--- src/hw/shell_pkg.sv ---
package shell_pkg;

    // ========================================
    // Address map and widths
    // ========================================
    localparam int SHELL_ADDR_W = 20;
    localparam int SHELL_DATA_W = 32;
    localparam int SHELL_STRB_W = SHELL_DATA_W / 8;

    // Emulation window covers 0x0_0000 to 0x3_FFFF
    localparam logic [SHELL_ADDR_W-1:0] EMU_BASE  = 20'h0_0000;
    localparam logic [SHELL_ADDR_W-1:0] EMU_MASK  = 20'hC_0000;

    // Every offset in the shell control window aliases the one register
    localparam logic [SHELL_ADDR_W-1:0] CTRL_BASE = 20'h5_0000;
    localparam logic [SHELL_ADDR_W-1:0] CTRL_MASK = 20'hF_0000;

    // ========================================
    // Enums
    // ========================================
    typedef enum logic [1:0] {
        OKAY   = 2'b00,
        SLVERR = 2'b10,
        DECERR = 2'b11
    } axil_resp_e;

    typedef enum logic [1:0] {
        WIN_EMU,
        WIN_CTRL,
        WIN_NONE
    } shell_win_e;

    typedef enum logic [1:0] {
        ST_IDLE,
        ST_ACCESS,
        ST_WAIT,
        ST_RESP
    } shell_state_e;

    // ========================================
    // Host channel payloads
    // ========================================
    typedef struct packed {
        logic [SHELL_ADDR_W-1:0] addr;
    } axil_addr_t;

    typedef struct packed {
        logic [SHELL_DATA_W-1:0] data;
        logic [SHELL_STRB_W-1:0] strb;
    } axil_wdata_t;

    typedef struct packed {
        logic [SHELL_DATA_W-1:0] data;
        axil_resp_e              resp;
    } axil_rdata_t;

    // Target requests carry the word address in addr
    typedef struct packed {
        logic                    write;
        logic [SHELL_ADDR_W-1:0] addr;
        logic [SHELL_DATA_W-1:0] data;
        logic [SHELL_STRB_W-1:0] strb;
    } tgt_req_t;

    typedef struct packed {
        logic [SHELL_DATA_W-1:0] data;
        axil_resp_e              resp;
    } tgt_rsp_t;

endpackage

--- src/hw/emu_regfile.sv ---
`timescale 1ns/1ps

module emu_regfile #(
    parameter int EMU_WORDS = 16
) (
    input  logic                aclk,
    input  logic                aresetn,

    input  logic                req_valid_i,
    input  shell_pkg::tgt_req_t req_i,
    output logic                rsp_valid_o,
    output shell_pkg::tgt_rsp_t rsp_o
);

    localparam int IDX_W = $clog2(EMU_WORDS);

    logic [shell_pkg::SHELL_DATA_W-1:0] mem_q [EMU_WORDS];
    logic                               rsp_valid_q;
    shell_pkg::tgt_rsp_t                rsp_q;
    logic [IDX_W-1:0]                   idx;

    // Upper word address bits are dropped, so the window aliases
    assign idx = req_i.addr[IDX_W-1:0];

    // Bank comes out of reset cleared, like the emulated design
    always_ff @(posedge aclk or negedge aresetn) begin
        if (!aresetn) begin
            rsp_valid_q <= 1'b0;
            for (int w = 0; w < EMU_WORDS; w++) begin
                mem_q[w] <= '0;
            end
        end else begin
            rsp_valid_q <= req_valid_i;
            if (req_valid_i && req_i.write) begin
                for (int b = 0; b < shell_pkg::SHELL_STRB_W; b++) begin
                    if (req_i.strb[b]) begin
                        mem_q[idx][b*8 +: 8] <= req_i.data[b*8 +: 8];
                    end
                end
            end
        end
    end

    always_ff @(posedge aclk) begin
        if (req_valid_i) begin
            rsp_q.resp <= shell_pkg::OKAY;
            rsp_q.data <= req_i.write ? '0 : mem_q[idx];
        end
    end

    assign rsp_valid_o = rsp_valid_q;
    assign rsp_o       = rsp_q;

endmodule

--- src/hw/shell_axil_fsm.sv ---
`timescale 1ns/1ps

module shell_axil_fsm (
    input  logic                   aclk,
    input  logic                   aresetn,

    // Host write channels
    input  logic                   aw_valid_i,
    input  shell_pkg::axil_addr_t  aw_i,
    output logic                   aw_ready_o,
    input  logic                   w_valid_i,
    input  shell_pkg::axil_wdata_t w_i,
    output logic                   w_ready_o,
    output logic                   b_valid_o,
    output shell_pkg::axil_resp_e  b_resp_o,
    input  logic                   b_ready_i,

    // Host read channels
    input  logic                   ar_valid_i,
    input  shell_pkg::axil_addr_t  ar_i,
    output logic                   ar_ready_o,
    output logic                   r_valid_o,
    output shell_pkg::axil_rdata_t r_o,
    input  logic                   r_ready_i,

    // Target side
    output logic                   ctrl_req_valid_o,
    output logic                   emu_req_valid_o,
    output shell_pkg::tgt_req_t    req_o,
    input  logic                   ctrl_rsp_valid_i,
    input  shell_pkg::tgt_rsp_t    ctrl_rsp_i,
    input  logic                   emu_rsp_valid_i,
    input  shell_pkg::tgt_rsp_t    emu_rsp_i
);

    shell_pkg::shell_state_e state_q;
    shell_pkg::shell_win_e   win_q;
    logic                    is_write_q;
    logic                    wait_q;
    shell_pkg::tgt_req_t     req_q;
    shell_pkg::tgt_rsp_t     rsp_q;
    logic                    wr_accept;
    logic                    rd_accept;

    function automatic shell_pkg::shell_win_e decode(
        input logic [shell_pkg::SHELL_ADDR_W-1:0] addr
    );
        if ((addr & shell_pkg::EMU_MASK) == shell_pkg::EMU_BASE) begin
            return shell_pkg::WIN_EMU;
        end else if ((addr & shell_pkg::CTRL_MASK) == shell_pkg::CTRL_BASE) begin
            return shell_pkg::WIN_CTRL;
        end
        return shell_pkg::WIN_NONE;
    endfunction

    // Write wins when both kinds are offered in the same cycle
    assign wr_accept = (state_q == shell_pkg::ST_IDLE) && aw_valid_i && w_valid_i;
    assign rd_accept = (state_q == shell_pkg::ST_IDLE) && ar_valid_i &&
                       !(aw_valid_i && w_valid_i);

    assign aw_ready_o = wr_accept;
    assign w_ready_o  = wr_accept;
    assign ar_ready_o = rd_accept;

    // ========================================
    // Transaction sequencing
    // ========================================
    always_ff @(posedge aclk or negedge aresetn) begin
        if (!aresetn) begin
            state_q    <= shell_pkg::ST_IDLE;
            win_q      <= shell_pkg::WIN_NONE;
            is_write_q <= 1'b0;
            wait_q     <= 1'b0;
        end else begin
            case (state_q)
                shell_pkg::ST_IDLE: begin
                    if (wr_accept) begin
                        is_write_q <= 1'b1;
                        win_q      <= decode(aw_i.addr);
                        state_q    <= shell_pkg::ST_ACCESS;
                    end else if (rd_accept) begin
                        is_write_q <= 1'b0;
                        win_q      <= decode(ar_i.addr);
                        state_q    <= shell_pkg::ST_ACCESS;
                    end
                end
                shell_pkg::ST_ACCESS: begin
                    state_q <= shell_pkg::ST_WAIT;
                end
                // Capture the target answer and present it one cycle later
                shell_pkg::ST_WAIT: begin
                    wait_q <= !wait_q;
                    if (wait_q) begin
                        state_q <= shell_pkg::ST_RESP;
                    end
                end
                shell_pkg::ST_RESP: begin
                    if ((is_write_q && b_ready_i) || (!is_write_q && r_ready_i)) begin
                        state_q <= shell_pkg::ST_IDLE;
                    end
                end
                default: state_q <= shell_pkg::ST_IDLE;
            endcase
        end
    end

    // ========================================
    // Request and response payload
    // ========================================
    always_ff @(posedge aclk) begin
        if (wr_accept) begin
            req_q.write <= 1'b1;
            req_q.addr  <= {2'b00, aw_i.addr[shell_pkg::SHELL_ADDR_W-1:2]};
            req_q.data  <= w_i.data;
            req_q.strb  <= w_i.strb;
        end else if (rd_accept) begin
            req_q.write <= 1'b0;
            req_q.addr  <= {2'b00, ar_i.addr[shell_pkg::SHELL_ADDR_W-1:2]};
            req_q.data  <= '0;
            req_q.strb  <= '0;
        end

        if (state_q == shell_pkg::ST_WAIT && !wait_q) begin
            case (win_q)
                shell_pkg::WIN_CTRL: begin
                    if (ctrl_rsp_valid_i) begin
                        rsp_q <= ctrl_rsp_i;
                    end
                end
                shell_pkg::WIN_EMU: begin
                    if (emu_rsp_valid_i) begin
                        rsp_q <= emu_rsp_i;
                    end
                end
                default: begin
                    rsp_q.data <= '0;
                    rsp_q.resp <= shell_pkg::DECERR;
                end
            endcase
        end
    end

    // Target strobes last exactly the one ST_ACCESS cycle
    assign ctrl_req_valid_o = (state_q == shell_pkg::ST_ACCESS) &&
                              (win_q == shell_pkg::WIN_CTRL);
    assign emu_req_valid_o  = (state_q == shell_pkg::ST_ACCESS) &&
                              (win_q == shell_pkg::WIN_EMU);
    assign req_o            = req_q;

    assign b_valid_o  = (state_q == shell_pkg::ST_RESP) && is_write_q;
    assign b_resp_o   = rsp_q.resp;
    assign r_valid_o  = (state_q == shell_pkg::ST_RESP) && !is_write_q;
    assign r_o.data   = rsp_q.data;
    assign r_o.resp   = rsp_q.resp;

endmodule

--- src/hw/shell_ctrl_regs.sv ---
`timescale 1ns/1ps

module shell_ctrl_regs (
    input  logic                aclk,
    input  logic                aresetn,

    input  logic                req_valid_i,
    input  shell_pkg::tgt_req_t req_i,
    output logic                rsp_valid_o,
    output shell_pkg::tgt_rsp_t rsp_o,

    output logic                decouple_o
);

    logic                decouple_q;
    logic                rsp_valid_q;
    shell_pkg::tgt_rsp_t rsp_q;

    // Offset and strobe are ignored since the whole window is one register
    always_ff @(posedge aclk or negedge aresetn) begin
        if (!aresetn) begin
            decouple_q  <= 1'b0;
            rsp_valid_q <= 1'b0;
        end else begin
            rsp_valid_q <= req_valid_i;
            if (req_valid_i && req_i.write) begin
                decouple_q <= req_i.data[0];
            end
        end
    end

    always_ff @(posedge aclk) begin
        if (req_valid_i) begin
            rsp_q.resp <= shell_pkg::OKAY;
            rsp_q.data <= req_i.write ? '0 :
                          {{(shell_pkg::SHELL_DATA_W-1){1'b0}}, decouple_q};
        end
    end

    assign rsp_valid_o = rsp_valid_q;
    assign rsp_o       = rsp_q;
    assign decouple_o  = decouple_q;

endmodule

--- src/hw/shell_decoupler.sv ---
`timescale 1ns/1ps

module shell_decoupler (
    input  logic                aclk,
    input  logic                aresetn,

    input  logic                decouple_i,

    // From the transaction FSM
    input  logic                req_valid_i,
    input  shell_pkg::tgt_req_t req_i,
    output logic                rsp_valid_o,
    output shell_pkg::tgt_rsp_t rsp_o,

    // To the emulation register bank
    output logic                emu_req_valid_o,
    output shell_pkg::tgt_req_t emu_req_o,
    input  logic                emu_rsp_valid_i,
    input  shell_pkg::tgt_rsp_t emu_rsp_i
);

    logic blocked_q;

    // Blocked request answers on the same cycle the bank would have
    always_ff @(posedge aclk or negedge aresetn) begin
        if (!aresetn) begin
            blocked_q <= 1'b0;
        end else begin
            blocked_q <= req_valid_i && decouple_i;
        end
    end

    // Bank sees neither strobe nor payload while isolated
    assign emu_req_valid_o = req_valid_i && !decouple_i;
    assign emu_req_o       = decouple_i ? '0 : req_i;

    assign rsp_valid_o = emu_rsp_valid_i || blocked_q;
    assign rsp_o.data  = blocked_q ? '0 : emu_rsp_i.data;
    assign rsp_o.resp  = blocked_q ? shell_pkg::SLVERR : emu_rsp_i.resp;

endmodule

--- src/hw/shell_top.sv ---
`timescale 1ns/1ps

module shell_top #(
    parameter int EMU_WORDS = 16
) (
    input  logic                   aclk,
    input  logic                   aresetn,

    input  logic                   aw_valid_i,
    input  shell_pkg::axil_addr_t  aw_i,
    output logic                   aw_ready_o,
    input  logic                   w_valid_i,
    input  shell_pkg::axil_wdata_t w_i,
    output logic                   w_ready_o,
    output logic                   b_valid_o,
    output shell_pkg::axil_resp_e  b_resp_o,
    input  logic                   b_ready_i,

    input  logic                   ar_valid_i,
    input  shell_pkg::axil_addr_t  ar_i,
    output logic                   ar_ready_o,
    output logic                   r_valid_o,
    output shell_pkg::axil_rdata_t r_o,
    input  logic                   r_ready_i
);

    // ========================================
    // Internal request and response links
    // ========================================
    shell_pkg::tgt_req_t req;
    logic                ctrl_req_valid;
    logic                ctrl_rsp_valid;
    shell_pkg::tgt_rsp_t ctrl_rsp;
    logic                emu_req_valid;
    logic                emu_rsp_valid;
    shell_pkg::tgt_rsp_t emu_rsp;
    logic                decouple;

    // Gated side of the decoupler
    logic                bank_req_valid;
    shell_pkg::tgt_req_t bank_req;
    logic                bank_rsp_valid;
    shell_pkg::tgt_rsp_t bank_rsp;

    shell_axil_fsm u_fsm (
        .aclk             (aclk),
        .aresetn          (aresetn),
        .aw_valid_i       (aw_valid_i),
        .aw_i             (aw_i),
        .aw_ready_o       (aw_ready_o),
        .w_valid_i        (w_valid_i),
        .w_i              (w_i),
        .w_ready_o        (w_ready_o),
        .b_valid_o        (b_valid_o),
        .b_resp_o         (b_resp_o),
        .b_ready_i        (b_ready_i),
        .ar_valid_i       (ar_valid_i),
        .ar_i             (ar_i),
        .ar_ready_o       (ar_ready_o),
        .r_valid_o        (r_valid_o),
        .r_o              (r_o),
        .r_ready_i        (r_ready_i),
        .ctrl_req_valid_o (ctrl_req_valid),
        .emu_req_valid_o  (emu_req_valid),
        .req_o            (req),
        .ctrl_rsp_valid_i (ctrl_rsp_valid),
        .ctrl_rsp_i       (ctrl_rsp),
        .emu_rsp_valid_i  (emu_rsp_valid),
        .emu_rsp_i        (emu_rsp)
    );

    shell_ctrl_regs u_ctrl_regs (
        .aclk        (aclk),
        .aresetn     (aresetn),
        .req_valid_i (ctrl_req_valid),
        .req_i       (req),
        .rsp_valid_o (ctrl_rsp_valid),
        .rsp_o       (ctrl_rsp),
        .decouple_o  (decouple)
    );

    shell_decoupler u_decoupler (
        .aclk            (aclk),
        .aresetn         (aresetn),
        .decouple_i      (decouple),
        .req_valid_i     (emu_req_valid),
        .req_i           (req),
        .rsp_valid_o     (emu_rsp_valid),
        .rsp_o           (emu_rsp),
        .emu_req_valid_o (bank_req_valid),
        .emu_req_o       (bank_req),
        .emu_rsp_valid_i (bank_rsp_valid),
        .emu_rsp_i       (bank_rsp)
    );

    emu_regfile #(
        .EMU_WORDS (EMU_WORDS)
    ) u_emu_regfile (
        .aclk        (aclk),
        .aresetn     (aresetn),
        .req_valid_i (bank_req_valid),
        .req_i       (bank_req),
        .rsp_valid_o (bank_rsp_valid),
        .rsp_o       (bank_rsp)
    );

endmodule

--- config.mk ---
export PLATFORM = sky130hd
export DESIGN_NAME = shell_top
export DESIGN_NICKNAME = d
export VERILOG_FILES = /design/src/hw/shell_pkg.sv /design/src/hw/emu_regfile.sv /design/src/hw/shell_axil_fsm.sv /design/src/hw/shell_ctrl_regs.sv /design/src/hw/shell_decoupler.sv /design/src/hw/shell_top.sv
export SDC_FILE = /design/constraint.sdc
export NUM_CORES = 1
export LEC_CHECK = 0
export BUFFER_PORTS_ARGS = -buffer_cell sky130_fd_sc_hd__clkbuf_2
export CAP_MARGIN = 10
export CORE_MARGIN = 2
export CORE_UTILIZATION = 60
export CTS_CLUSTER_DIAMETER = 80
export DETAILED_ROUTE_END_ITERATION = 10
export PLACE_DENSITY = 0.8
export REMOVE_ABC_BUFFERS = 1
export SLEW_MARGIN = 20
export SYNTH_ARGS = -nofsm -noshare
export SYNTH_HDL_FRONTEND = slang
export SYNTH_SLANG_ARGS = --single-unit
--- constraint.sdc ---
create_clock -name aclk -period 9.5 [get_ports aclk]
set_input_delay 1.425 -clock aclk [delete_from_list [all_inputs] [get_ports aclk]]
set_output_delay 1.425 -clock aclk [all_outputs]
set_load 0.02 [all_outputs]
==> metrics.txt <==
status finished clean; std cell rows 80; post-CTS resize count 0; CTS tree done; FFs w/ async S/R, synth 82.86%; WHS Endpoint u_fsm.wait_q; Placed Cells roughly 2.6k; Crit. End Element output port; Worst R2R Path Depth 7; ys flop type dfrtp_1; Mapped Cells a little under 2k; dpl ws 5313 ps; CTS Hold Bufs 0; worst-skew pair later-pin latency 600 ps; Arrival @ worst endpoint about 2700 ps; Die ar. 49520 µm²; vias in the first global route roughly 18k; worst path cell trace clkbuf_2 -> nand3_1 -> clkinv_1 -> buf_4 -> clkbuf_2; Reg clk slew, reported paths 60 ps; logic gate share of total power 23.7%; max-slew violation count 0; Syn Area/Cell 14.46 µm²; Antenna Cells 0; PD cells 266.3 nW/µm²; Die X-Extent 222.5 µm; most common cell after layout, fill and taps aside dfrtp_1; maximum VDD drop 161.8 µV; Worst EP required 8080 ps; fmax around 240 MHz; residual DRC count 0; Hold Path Stages 1; internal power 5779 µW; leak pwr between 0.015 and 0.02 µW; RSZ-0062 raised after global routing no; reg2reg start u_ctrl_regs.decouple_o; clock root buffer clkbuf_16; worst-margin pin slew about 1200 ps; Synth cell types slightly below 70; Reg2Reg Setup Slack 5520 ps; fin nets about 2.1k; cell family with the largest share of critical-path delay buffers and inverters; initial antenna violation count 0; flops & latches, synth between 600 and 700; final setup margin 5370 ps; Clock Power Share around 31%; post-synthesis sequential area ratio 56.87%; GR Util All Layers 28.45%; port buffer count 99; Crit Path Max Fanout 43; final setup fails 0; routed len/inst 25.68 µm; GP Congestion 0.8432; grt ovf 0; WP buf/inv 4; cell repeated most along the worst path clkbuf_2; H-tree levels 3; Placeable Area 47450 µm²; DRT iter0 DRCs 1731; most used cells in the layout excluding fill and tap cells dfrtp_1 (520), mux2_2 (423), edfxtp_1 (107); TNS Setup 0 ps; Vias 17.48k; Die Y 222.5 µm; EDFF count, synth 107; Slew HR 20.31%; Max Clock Skew 28.70 ps; Sw Ratio roughly a third; synth warn 0; placed inst area between 20000 and 30000 µm²; endpoints failing hold 0; Final Non-Filler Cells 2708; crit path kind in -> out; first-pass GRT wire length approximately 110000 µm; Vias/cell 6.455; IO Pins 124; Period minus WS final 4130 ps; register share of total power 45.0%; area of the mapped netlist 28650 µm²; startpoint types input pin; TritonCTS Buffers 67; First-pass DRT Iterations 5; P_sw 2697 µW; largest net degree at the start of global routing 176; slowest library cell on the worst path buf_4; DP HPWL 41740 µm; CP max stage delay 420 ps; layout cell share with drive strength beyond 1 40.32%; Final Cycle Share 43.48%; Sink Count 630; Reg-to-Reg End u_emu_regfile.mem_q[248]; Initial Utilization 60.40%; final instance area ~32000 µm²; Setup Fix Bufs, Post-CTS 0; max-cap viol count 0; Hold/Removal Path Class reg -> reg; hold_sp u_fsm.wait_q; clock buffer depth 3; Routed Wire Length around 70000 µm; Layout area overhead 11.06%; Post-DRT Antenna Nets 0
worst reg2reg max path, cell delays in order, from the launching register on:
cell and delay (ps):
dfrtp_2 420, buf_4 290, buf_4 430, nor2b_2 180
buf_4 370, and3_2 1060, and3_1 700, mux2_2 410
power groups by stage:
stage          logic [µW]  clock network (µW)  registers, µW
5_1_grt              2140                2780           3880
2_1_floorplan        1210                   0           3820
3_3_place_gp         1920                   0           3790
4_1_cts              2000                2680           3800
3_5_place_dp         1980                   0           3840
6_report             2010                2650           3820
worst max path at each step:
stage                                from                      end  slack (ps)  cells after the start
after floorplan           u_fsm.req_o[36]  u_emu_regfile.rsp_o[17]        2670                      4
after global placement          w_valid_i               aw_ready_o        5390                      5
after detailed placement        w_valid_i               aw_ready_o        5310                      5
after CTS                       w_valid_i               aw_ready_o        5310                      5
after global routing            w_valid_i               aw_ready_o        5240                      5
final                           w_valid_i               aw_ready_o        5370                      5
registers in the layout, indices dropped and copies added (netlist names):
| signal | flops |
|---|---|
| u_ctrl_regs.rsp_o | 1 |
| u_fsm.win_q | 2 |
| u_emu_regfile.mem_q | 512 |
| u_ctrl_regs.decouple_o | 1 |
| u_fsm.state_q | 2 |
| u_fsm.b_resp_o | 2 |
| u_fsm.is_write_q | 1 |
| u_fsm.r_o | 32 |
| u_fsm.wait_q | 1 |
| u_emu_regfile.rsp_o | 32 |
| u_fsm.req_o | 41 |
| u_ctrl_regs.rsp_valid_o | 1 |
| u_decoupler.blocked_q | 1 |
| u_emu_regfile.rsp_valid_o | 1 |
metal layers:
metal	GRT usage [%]	share of wire [%]
met1	38.36	41
met2	46.54	49
met3	4.919	6.6
met4	10.95	3.4
met5	0	0
metrics by stage:
step	total power, µW	hold slack [ps]	utilization (%)
after floorplan	5027	429.7	-
after global placement	5703	445.9	62.33
after detailed placement	5828	453.2	62.35
after CTS	8487	467.9	67.07
after global routing	8798	471.5	67.08
final	8477	470.7	67.08
cell families after synthesis:
kind of cell | share of synthesized area [%]
compound gates | 6.310
xor+xnor | 0.03057
fa+ha+maj | 0.1747
buf+inv | 2.314
flops | 56.87
mux | 27.36
simple gates | 6.938
area by class of cell:
| type | count | area [µm²] |
|---|---|---|
| Fill cell | 3263 | 15620 |
| Clock inverter | 17 | 162.7 |
| Tap cell | 615 | 769.5 |
| Timing Repair Buffer | 126 | 724.4 |
| Multi-Input combinational cell | 1204 | 11750 |
| Sequential cell | 630 | 16300 |
| Clock buffer | 105 | 2078 |
| Inverter | 11 | 41.29 |
cells in the mapped netlist (all sizes together), types with 8 or more instances:
cell | number | area share (%)
buf | 56 | 1.1
nor3b | 24 | 0.70
inv | 11 | 0.14
o221ai | 48 | 1.5
nand2 | 126 | 2.4
nand2b | 10 | 0.22
clkbuf | 80 | 1.0
a221oi | 10 | 0.31
a21oi | 40 | 0.70
nor2b | 22 | 0.48
nand3 | 8 | 0.16
o21ai | 17 | 0.30
edfxtp | 107 | 11
mux2 | 546 | 23
mux2i | 67 | 2.3
and2 | 76 | 1.7
mux4 | 32 | 2.5
o221a | 19 | 0.75
nor2 | 33 | 0.65
a211oi | 14 | 0.37
a222oi | 16 | 0.56
dfrtp | 521 | 45
a22oi | 22 | 0.58
(Power assumes the default switching activity.)
